**config.mk**
```make
export PLATFORM = sky130hd
export DESIGN_NAME = dma_engine
export DESIGN_NICKNAME = d
export VERILOG_FILES = /design/src/dma_pkg.sv /design/src/dma_reg_file.sv /design/src/dma_step_calc.sv /design/src/dma_scheduler.sv /design/src/dma_resp_tracker.sv /design/src/dma_engine.sv
export SDC_FILE = /design/constraint.sdc
export NUM_CORES = 2
export LEC_CHECK = 0
export BUFFER_PORTS_ARGS = -buffer_cell sky130_fd_sc_hd__buf_2
export CORE_MARGIN = 2
export CORE_UTILIZATION = 45
export CTS_CLUSTER_SIZE = 24
export DETAILED_ROUTE_END_ITERATION = 10
export GPL_TIMING_DRIVEN = 0
export PLACE_DENSITY = 0.74
export REMOVE_ABC_BUFFERS = 1
export SLEW_MARGIN = 30
export SYNTH_ARGS = -nofsm -noshare
export SYNTH_HDL_FRONTEND = slang
export SYNTH_SLANG_ARGS = --single-unit
```
**constraint.sdc**
```tcl
create_clock -name clk -period 18.21 [get_ports clk]
set_input_delay 3.642 -clock clk [delete_from_list [all_inputs] [get_ports clk]]
set_output_delay 3.642 -clock clk [all_outputs]
set_load 0.01 [all_outputs]
```
**src/dma_pkg.sv**
```systemverilog
// dma engine package with widths, register map, control fields and port structs.
package dma_pkg;

    localparam int ADDR_W = 24;                  // byte address and count width.
    localparam int MAX_CHAN = 4;
    localparam int CHAN_ID_W = $clog2(MAX_CHAN); // channel number and response tag.
    localparam int NUM_REQ = 16;                 // request lines.
    localparam int REG_OFF_W = 6;                // 16 bytes per channel.

    // word offsets inside one channel's register window.
    localparam logic [3:0] OFF_SRC = 4'h0;
    localparam logic [3:0] OFF_DST = 4'h4;
    localparam logic [3:0] OFF_CTRL = 4'h8;
    localparam logic [3:0] OFF_CNT = 4'hC;

    typedef enum logic [1:0] {
        SIZE_8 = 2'd0,
        SIZE_16 = 2'd1,
        SIZE_32 = 2'd2
    } xfer_size_e;

    typedef struct packed {
        logic       null_term;  // a zero item ends the transfer.
        xfer_size_e size;
        logic       dst_inc;
        logic       src_inc;
        logic [3:0] dst_req;    // request line select.
        logic [3:0] src_req;
    } chan_ctrl_t;

    typedef struct packed {
        logic [ADDR_W-1:0] src;
        logic [ADDR_W-1:0] dst;
        chan_ctrl_t        ctrl;
        logic [ADDR_W-1:0] cnt;
    } chan_regs_t;

    typedef struct packed {
        logic                 wr;
        logic [REG_OFF_W-1:0] off;
        logic [31:0]          wdata;
        logic                 sel;
    } reg_req_t;

    typedef struct packed {
        logic                 wr;
        logic [CHAN_ID_W-1:0] tag;   // issuing channel.
        logic [3:0]           mask;
        logic [ADDR_W-1:0]    addr;  // word aligned.
        logic [31:0]          wdata;
    } mem_req_t;

    typedef struct packed {
        logic                 wr;
        logic [CHAN_ID_W-1:0] tag;
        logic [3:0]           mask;
        logic [31:0]          rdata;
    } mem_rsp_t;

endpackage

```
**src/dma_reg_file.sv**
```systemverilog
// dma channel register bank with software access, engine updates and done status.
`timescale 1ns/1ns

module dma_reg_file
    import dma_pkg::*;
#(
    parameter int NUM_CHAN = 4
)
(
    input  logic                clk,
    input  logic                rst,
    input  reg_req_t            reg_req,
    input  logic [NUM_CHAN-1:0] update,
    input  logic [NUM_CHAN-1:0] null_clear,
    input  logic [ADDR_W-1:0]   next_src,
    input  logic [ADDR_W-1:0]   next_dst,
    input  logic [ADDR_W-1:0]   next_cnt,
    input  logic [NUM_CHAN-1:0] read_pending,
    input  logic [NUM_CHAN-1:0] write_pending,
    output logic [31:0]         reg_rdata,
    output chan_regs_t          regs [NUM_CHAN],
    output logic [NUM_CHAN-1:0] done
);

    localparam int CTRL_W = $bits(chan_ctrl_t);

    logic                 wr_en;
    logic [CHAN_ID_W-1:0] acc_chan;
    logic [3:0]           acc_word;

    assign wr_en = reg_req.sel && reg_req.wr;
    assign acc_chan = reg_req.off[REG_OFF_W-1:4];
    assign acc_word = reg_req.off[3:0];

    always_ff @(posedge clk or posedge rst)
    begin
        if (rst)
        begin
            for (int i = 0; i < NUM_CHAN; i++)
            begin
                regs[i] <= '0;
            end
        end
        else
        begin
            for (int i = 0; i < NUM_CHAN; i++)
            begin
                if (wr_en && (acc_chan == CHAN_ID_W'(i)) && (acc_word == OFF_SRC))
                    regs[i].src <= reg_req.wdata[ADDR_W-1:0];
                else if (update[i] && regs[i].ctrl.src_inc)
                    regs[i].src <= next_src;

                if (wr_en && (acc_chan == CHAN_ID_W'(i)) && (acc_word == OFF_DST))
                    regs[i].dst <= reg_req.wdata[ADDR_W-1:0];
                else if (update[i] && regs[i].ctrl.dst_inc)
                    regs[i].dst <= next_dst;

                if (wr_en && (acc_chan == CHAN_ID_W'(i)) && (acc_word == OFF_CTRL))
                    regs[i].ctrl <= chan_ctrl_t'(reg_req.wdata[CTRL_W-1:0]);

                // a nonzero count written here starts the channel.
                if (wr_en && (acc_chan == CHAN_ID_W'(i)) && (acc_word == OFF_CNT))
                    regs[i].cnt <= reg_req.wdata[ADDR_W-1:0];
                else if (null_clear[i])
                    regs[i].cnt <= '0;
                else if (update[i])
                    regs[i].cnt <= next_cnt;
            end
        end
    end

    always_ff @(posedge clk or posedge rst)
    begin
        if (rst)
        begin
            done <= '0;
        end
        else
        begin
            for (int i = 0; i < NUM_CHAN; i++)
            begin
                done[i] <= (regs[i].cnt == '0) && !read_pending[i] && !write_pending[i];
            end
        end
    end

    always_comb
    begin
        reg_rdata = '0;
        if (int'(acc_chan) < NUM_CHAN)
        begin
            case (acc_word)
                OFF_SRC:  reg_rdata = 32'(regs[acc_chan].src);
                OFF_DST:  reg_rdata = 32'(regs[acc_chan].dst);
                OFF_CTRL: reg_rdata = {done[acc_chan], 18'd0, regs[acc_chan].ctrl};
                OFF_CNT:  reg_rdata = 32'(regs[acc_chan].cnt);
                default:  reg_rdata = '0;
            endcase
        end
    end

endmodule

```
**src/dma_step_calc.sv**
```systemverilog
// dma address, count and byte lane calculation for the selected channel.
`timescale 1ns/1ns

module dma_step_calc
    import dma_pkg::*;
(
    input  chan_regs_t        regs_sel,
    output logic [ADDR_W-1:0] next_src,
    output logic [ADDR_W-1:0] next_dst,
    output logic [ADDR_W-1:0] next_cnt,
    output logic [3:0]        src_mask,
    output logic [3:0]        dst_mask
);

    always_comb
    begin
        case (regs_sel.ctrl.size)
            SIZE_8:
            begin
                next_src = regs_sel.src + ADDR_W'(1);
                next_dst = regs_sel.dst + ADDR_W'(1);
                next_cnt = regs_sel.cnt - ADDR_W'(1);
                src_mask = 4'b0001 << regs_sel.src[1:0];
                dst_mask = 4'b0001 << regs_sel.dst[1:0];
            end
            SIZE_16:
            begin
                next_src = (regs_sel.src + ADDR_W'(2)) & ~ADDR_W'(1);
                next_dst = (regs_sel.dst + ADDR_W'(2)) & ~ADDR_W'(1);
                next_cnt = (regs_sel.cnt - ADDR_W'(2)) & ~ADDR_W'(1);
                src_mask = regs_sel.src[1] ? 4'b1100 : 4'b0011;
                dst_mask = regs_sel.dst[1] ? 4'b1100 : 4'b0011;
            end
            default:
            begin
                // size code 3 also runs as a word transfer.
                next_src = (regs_sel.src + ADDR_W'(4)) & ~ADDR_W'(3);
                next_dst = (regs_sel.dst + ADDR_W'(4)) & ~ADDR_W'(3);
                next_cnt = (regs_sel.cnt - ADDR_W'(4)) & ~ADDR_W'(3);
                src_mask = 4'b1111;
                dst_mask = 4'b1111;
            end
        endcase
    end

endmodule

```
**src/dma_scheduler.sv**
```systemverilog
// dma channel arbitration, per-channel transfer FSM and memory request issue.
`timescale 1ns/1ns

module dma_scheduler
    import dma_pkg::*;
#(
    parameter int NUM_CHAN = 4
)
(
    input  logic                clk,
    input  logic                rst,
    input  chan_regs_t          regs [NUM_CHAN],
    input  logic [NUM_REQ-1:0]  req,
    input  logic [3:0]          src_mask,
    input  logic [3:0]          dst_mask,
    input  logic [NUM_CHAN-1:0] read_pending,
    input  logic [NUM_CHAN-1:0] write_pending,
    input  logic [31:0]         rdata_chan [NUM_CHAN],
    input  logic                mem_req_ready,
    output chan_regs_t          regs_sel,
    output mem_req_t            mem_req,
    output logic                mem_req_valid,
    output logic [NUM_CHAN-1:0] update,
    output logic [NUM_CHAN-1:0] null_clear
);

    localparam logic [1:0] ST_READ = 2'd0;
    localparam logic [1:0] ST_WRITE = 2'd1;
    localparam logic [1:0] ST_UPDATE = 2'd2;

    logic [NUM_REQ-1:0]   req_q;
    logic [CHAN_ID_W-1:0] chan_num;
    logic [CHAN_ID_W-1:0] chan_pick;
    logic [1:0]           state_q [NUM_CHAN];
    logic [1:0]           state_cur;
    logic [1:0]           state_next;
    logic [NUM_CHAN-1:0]  chan_sel;
    logic [31:0]          chan_rdata;
    logic                 chan_rpend;
    logic                 chan_wpend;
    logic                 src_req;
    logic                 dst_req;
    logic                 stall;
    logic                 stall_q;

    assign stall = mem_req_valid && !mem_req_ready;

    always_ff @(posedge clk)
        req_q <= req;

    // lowest channel with work left and no read in flight.
    always_comb
    begin
        chan_pick = CHAN_ID_W'(NUM_CHAN - 1);
        for (int i = NUM_CHAN - 1; i >= 0; i--)
        begin
            if ((regs[i].cnt != '0) && !read_pending[i])
                chan_pick = CHAN_ID_W'(i);
        end
    end

    always_comb
    begin
        regs_sel = regs[chan_num];
        state_cur = state_q[chan_num];
        chan_rdata = rdata_chan[chan_num];
        chan_rpend = read_pending[chan_num];
        chan_wpend = write_pending[chan_num];
        src_req = req_q[regs_sel.ctrl.src_req] || stall_q; // a waiting request stays up.
        dst_req = req_q[regs_sel.ctrl.dst_req] || stall_q;
        chan_sel = '0;
        chan_sel[chan_num] = 1'b1;
    end

    always_comb
    begin
        state_next = state_cur;
        mem_req = '0;
        mem_req_valid = 1'b0;
        update = '0;
        null_clear = '0;

        if (regs_sel.cnt == '0)
        begin
            state_next = ST_READ;
        end
        else
        begin
            case (state_cur)
                ST_READ:
                begin
                    if (src_req && !chan_rpend)
                    begin
                        mem_req_valid = 1'b1;
                        mem_req.tag = chan_num;
                        mem_req.mask = src_mask;
                        mem_req.addr = {regs_sel.src[ADDR_W-1:2], 2'b00};
                        if (mem_req_ready)
                            state_next = ST_WRITE;
                    end
                end
                ST_WRITE:
                begin
                    if (dst_req && !chan_rpend && !chan_wpend)
                    begin
                        mem_req_valid = 1'b1;
                        mem_req.wr = 1'b1;
                        mem_req.tag = chan_num;
                        mem_req.mask = dst_mask;
                        mem_req.addr = {regs_sel.dst[ADDR_W-1:2], 2'b00};
                        mem_req.wdata = chan_rdata;
                        if (mem_req_ready)
                            state_next = ST_UPDATE;
                    end
                end
                ST_UPDATE:
                begin
                    update = chan_sel;
                    if (regs_sel.ctrl.null_term && (chan_rdata == '0))
                        null_clear = chan_sel;
                    state_next = ST_READ;
                end
                default:
                    state_next = ST_READ;
            endcase
        end
    end

    always_ff @(posedge clk or posedge rst)
    begin
        if (rst)
        begin
            chan_num <= '0;
            stall_q <= 1'b0;
            for (int i = 0; i < NUM_CHAN; i++)
            begin
                state_q[i] <= ST_READ;
            end
        end
        else
        begin
            if (!stall)
                chan_num <= chan_pick;  // held while the request waits.
            stall_q <= stall;
            for (int i = 0; i < NUM_CHAN; i++)
            begin
                if (chan_sel[i])
                    state_q[i] <= state_next;
            end
        end
    end

endmodule

```
**src/dma_resp_tracker.sv**
```systemverilog
// dma outstanding access tracking and per-channel capture of read data.
`timescale 1ns/1ns

module dma_resp_tracker
    import dma_pkg::*;
#(
    parameter int NUM_CHAN = 4
)
(
    input  logic                clk,
    input  logic                rst,
    input  mem_req_t            mem_req,
    input  logic                mem_req_valid,
    input  logic                mem_req_ready,
    input  mem_rsp_t            mem_rsp,
    input  logic                mem_rsp_valid,
    output logic [NUM_CHAN-1:0] read_pending,
    output logic [NUM_CHAN-1:0] write_pending,
    output logic [31:0]         rdata_chan [NUM_CHAN]
);

    logic                accept;
    logic [NUM_CHAN-1:0] set_rd;
    logic [NUM_CHAN-1:0] set_wr;
    logic [NUM_CHAN-1:0] clr_rd;
    logic [NUM_CHAN-1:0] clr_wr;
    logic [31:0]         rsp_word;

    assign accept = mem_req_valid && mem_req_ready;

    always_comb
    begin
        for (int i = 0; i < NUM_CHAN; i++)
        begin
            set_rd[i] = accept && !mem_req.wr && (mem_req.tag == CHAN_ID_W'(i));
            set_wr[i] = accept && mem_req.wr && (mem_req.tag == CHAN_ID_W'(i));
            clr_rd[i] = mem_rsp_valid && !mem_rsp.wr && (mem_rsp.tag == CHAN_ID_W'(i));
            clr_wr[i] = mem_rsp_valid && mem_rsp.wr && (mem_rsp.tag == CHAN_ID_W'(i));
        end
    end

    always_ff @(posedge clk or posedge rst)
    begin
        if (rst)
        begin
            read_pending <= '0;
            write_pending <= '0;
        end
        else
        begin
            read_pending <= (read_pending | set_rd) & ~clr_rd;
            write_pending <= (write_pending | set_wr) & ~clr_wr;
        end
    end

    // spread the valid lanes so any destination lane finds its item.
    always_comb
    begin
        case (mem_rsp.mask)
            4'b1111: rsp_word = mem_rsp.rdata;
            4'b1100: rsp_word = {2{mem_rsp.rdata[31:16]}};
            4'b0011: rsp_word = {2{mem_rsp.rdata[15:0]}};
            4'b1000: rsp_word = {4{mem_rsp.rdata[31:24]}};
            4'b0100: rsp_word = {4{mem_rsp.rdata[23:16]}};
            4'b0010: rsp_word = {4{mem_rsp.rdata[15:8]}};
            default: rsp_word = {4{mem_rsp.rdata[7:0]}};
        endcase
    end

    always_ff @(posedge clk)
    begin
        for (int i = 0; i < NUM_CHAN; i++)
        begin
            if (clr_rd[i])
                rdata_chan[i] <= rsp_word;
        end
    end

endmodule

```
**src/dma_engine.sv**
```systemverilog
// dma engine top level joining register bank, scheduler, stepping and tracking.
`timescale 1ns/1ns

module dma_engine
    import dma_pkg::*;
#(
    parameter int NUM_CHAN = 4
)
(
    input  logic                clk,
    input  logic                rst,
    input  reg_req_t            reg_req,
    input  logic [NUM_REQ-1:0]  req,
    input  logic                mem_req_ready,
    input  mem_rsp_t            mem_rsp,
    input  logic                mem_rsp_valid,
    output logic [31:0]         reg_rdata,
    output mem_req_t            mem_req,
    output logic                mem_req_valid,
    output logic [NUM_CHAN-1:0] done
);

    chan_regs_t          regs [NUM_CHAN];
    chan_regs_t          regs_sel;
    logic [ADDR_W-1:0]   next_src;
    logic [ADDR_W-1:0]   next_dst;
    logic [ADDR_W-1:0]   next_cnt;
    logic [3:0]          src_mask;
    logic [3:0]          dst_mask;
    logic [NUM_CHAN-1:0] update;
    logic [NUM_CHAN-1:0] null_clear;
    logic [NUM_CHAN-1:0] read_pending;
    logic [NUM_CHAN-1:0] write_pending;
    logic [31:0]         rdata_chan [NUM_CHAN];

    dma_reg_file #(.NUM_CHAN(NUM_CHAN)) u_reg_file (
        .clk(clk), .rst(rst), .reg_req(reg_req), .update(update), .null_clear(null_clear),
        .next_src(next_src), .next_dst(next_dst), .next_cnt(next_cnt),
        .read_pending(read_pending), .write_pending(write_pending),
        .reg_rdata(reg_rdata), .regs(regs), .done(done)
    );

    dma_scheduler #(.NUM_CHAN(NUM_CHAN)) u_scheduler (
        .clk(clk), .rst(rst), .regs(regs), .req(req), .src_mask(src_mask),
        .dst_mask(dst_mask), .read_pending(read_pending), .write_pending(write_pending),
        .rdata_chan(rdata_chan), .mem_req_ready(mem_req_ready), .regs_sel(regs_sel),
        .mem_req(mem_req), .mem_req_valid(mem_req_valid), .update(update),
        .null_clear(null_clear)
    );

    dma_step_calc u_step_calc (
        .regs_sel(regs_sel), .next_src(next_src), .next_dst(next_dst),
        .next_cnt(next_cnt), .src_mask(src_mask), .dst_mask(dst_mask)
    );

    dma_resp_tracker #(.NUM_CHAN(NUM_CHAN)) u_resp_tracker (
        .clk(clk), .rst(rst), .mem_req(mem_req), .mem_req_valid(mem_req_valid),
        .mem_req_ready(mem_req_ready), .mem_rsp(mem_rsp), .mem_rsp_valid(mem_rsp_valid),
        .read_pending(read_pending), .write_pending(write_pending), .rdata_chan(rdata_chan)
    );

endmodule

```
==> results.sh <==
export IMPL_status="complete, no violations"
export IMPL_synth_top_family_by_area="multiplexers"
export IMPL_cap_violations=0
export IMPL_synth_fa_ha_area_share_pct=0.758
export IMPL_die_h_um=261
export IMPL_yosysWarnings=0
export IMPL_cp_arrival_ps=5970
export IMPL_layout_cells_non_filler=3757
export IMPL_synth_most_common_cell="nand2_1"
export IMPL_ctsResizeCount=0
export IMPL_ys_seq_elements=507
export IMPL_grt_overflow_total=0
export IMPL_slew_viol_final=0
export IMPL_synth_edf_count=128
export IMPL_hold_start="u_scheduler.state_q[6]$_DFFE_PP0P_"
export IMPL_port_buffers=181
export IMPL_yosys_cell_types_count=77
export IMPL_rsz0062_at_grt="false"
export IMPL_cts_tree="done"
export IMPL_cp_end_kind="output port"
export IMPL_wire_per_inst_um=25.9
export IMPL_rr_endpoint="u_reg_file.regs[130]$_DFFE_PP0P_"
export IMPL_track_usage_pct=28.5
export IMPL_grt_pass1_vias=24122
export IMPL_synth_xor_area_share_pct=1.80
export IMPL_cts_sinks=507
export IMPL_worstRegToRegCells=11
export IMPL_path_max_fanout=52
export IMPL_crit_path_end="reg_rdata[6]"
export IMPL_viasPerCell=6.60
export IMPL_synth_common_cells="nand2_1, dfrtp_1, nor2_1"
export IMPL_fp_dieArea_um2=68100
export IMPL_power_density_nw_per_um2=155
export IMPL_synth_seq_area_share_pct=44.6
export IMPL_cp_required_ps=14570
export IMPL_clk_pin_slew_ps=60
export IMPL_placed_cells=3648
export IMPL_syn_area_um2=29700
export IMPL_ios=199
export IMPL_relSlewSlack_pct=30.5
export IMPL_period_minus_slack_ps=9620
export IMPL_post_cts_buffers=0
export IMPL_setup_viol=0
export IMPL_syn2layout_area_growth_pct=14.5
export IMPL_antenna_found_initial=5
export IMPL_gp_congestion=0.910
export IMPL_synth_top_area_share_pct=30.6
export IMPL_clk_latency_ps=670
export IMPL_numCtsBuffers=57
export IMPL_synth_avg_cell_area_um2=10.8
export IMPL_cts_max_level=2
export IMPL_synthTopCellsByArea="dfrtp_1, mux4_2, edfxtp_1, nand2_1, mux2i_1"
export IMPL_drt_iter0_drc=3270
export IMPL_coreArea_um2=65500
export IMPL_clock_path_buffers=3
export IMPL_synth_mux_area_share_pct=21.4
export IMPL_synthFlopType="dfrtp_1"
export IMPL_critPathKind="input pin to output port"
export IMPL_skew_ps=73.1
export IMPL_vias=24811
export IMPL_power_leakage_uw=0.0127
export IMPL_setup_worst_path_start="reg_req[37]"
export IMPL_antenna_left=0
export IMPL_drc_errors=0
export IMPL_synth_simple_area_share_pct=14.1
export IMPL_max_vdd_ir_drop_uv=106
export IMPL_synth_cells=2752
export IMPL_clock_root_buffer="clkbuf_16"
export IMPL_start_util_pct=45.3
export IMPL_finalHoldViolations=0
export IMPL_max_freq_mhz=104
export IMPL_synth_top_area_cell="dfrtp_1"
export IMPL_wirelength_um=97500
export IMPL_synth_compound_area_share_pct=13.1
export IMPL_rows=94
export IMPL_first_pass_iters=9
export IMPL_total_power_uw=5280
export IMPL_grt_pass1_wl_um=148000
export IMPL_dp_hpwl_um=66000
export IMPL_min_path_type="flip-flop to flip-flop"
export IMPL_tightest_slew_ps=1040
export IMPL_startpoint_type="input pin"
export IMPL_r2r_start="u_scheduler.chan_num[0]$_DFFE_PP0N_"
export IMPL_drive_above_1_share_pct=22.8
export IMPL_cts_hold_buf=0
export IMPL_synthArstFlopShare_pct=71.6
export IMPL_reg2reg_slack_ps=13340
export IMPL_finalNetCount=2960
export IMPL_die_w_um=261
export IMPL_fin_crit_sh_pct=52.8
export IMPL_grt_max_degree=88
layout by cell type (no fill, tap or decap), drive strengths merged, types with 16 or more instances in the layout:
master    n
a31oi    20
a21o     20
nor4     45
nand2   375
clkbuf   68
edfxtp  128
mux2     55
a221o    39
inv      26
buf     251
dfxtp    16
ha       18
or2      17
o211ai   41
nand3    81
xnor2    30
a22oi    53
a21oi   158
o21ai   199
mux2i   106
clkinv   24
dfrtp   363
nor3     29
mux4    204
xor2     31
nor2    268
and2     44
per-stage QoR:
stage                     TNS, ps  instance area [um^2]  setup WS, ps  util, %  hold WS, ps
after floorplan                 0                 28600          4490        -          426
after global placement     -20490                 30600          -419     46.7          459
after detailed placement        0                 31900          8590     48.7          466
after CTS                       0                 34000          8570     51.9          479
after global routing            0                 34000          8480     51.9          500
final                           0                 34000          8590     51.9          477
worst min path at each step:
stage / slack (ps) / cells after the start / end
2_1_floorplan: 430 / 1 / u_reg_file.done[2]$_DFF_PP0_
3_3_place_gp: 460 / 1 / u_scheduler.state_q[3]$_DFFE_PP0P_
3_5_place_dp: 470 / 2 / u_scheduler.state_q[6]$_DFFE_PP0P_
4_1_cts: 480 / 2 / u_scheduler.state_q[6]$_DFFE_PP0P_
5_1_grt: 500 / 2 / u_scheduler.state_q[4]$_DFFE_PP0P_
6_report: 480 / 2 / u_scheduler.state_q[6]$_DFFE_PP0P_
cell type report:
cell class                 count  area, um^2
clock inverter                39         553
clock buffer                  68        1520
antenna                        2        5.00
sequential                   507       13300
timing repair buffer         251        2030
inverter                      24         103
tap                          864        1080
fill                        5578       31500
multi-input combinational   2002       15500
critical path, stage by stage:
cell and delay [ps]:
buf_8 470, buf_16 390, mux4_2 630, a22o_1 310
a221o_1 310, buf_2 150
flip-flops by register name, summed over array words and instances (netlist names):
name,cells
u_reg_file.done,4
u_reg_file.regs,340
u_resp_tracker.rdata_chan,128
u_resp_tracker.read_pending,4
u_resp_tracker.write_pending,4
u_scheduler.chan_num,2
u_scheduler.req_q,16
u_scheduler.stall_q,1
u_scheduler.state_q,8
metal layers:
metal,vias to the layer above,GRT usage [%],part of all wire (%)
met2,1761,44.9,46
met5,-,0,0.042
met3,358,8.05,12
met4,6,12.2,4.7
met1,12245,36.9,37
li1,10441,-,-
power breakdown:
group	switching, uW	internal [uW]	total, uW
registers	266	1420	1690
clock network	522	745	1270
logic	1360	961	2320
kinds of logic (layout without fill, tap and decap cells):
logic type / Yosys count / in the layout
multiplexers: 365 / 365
buffers and inverters: 251 / 382
flip-flops: 507 / 507
other: 1 / 11
XOR/XNOR: 61 / 61
AO/OA/AOI/OAI: 615 / 615
adder cells (fa/ha/maj): 18 / 18
AND/OR/NAND/NOR: 934 / 934
No activity file was read; power rests on OpenSTA's default activity.
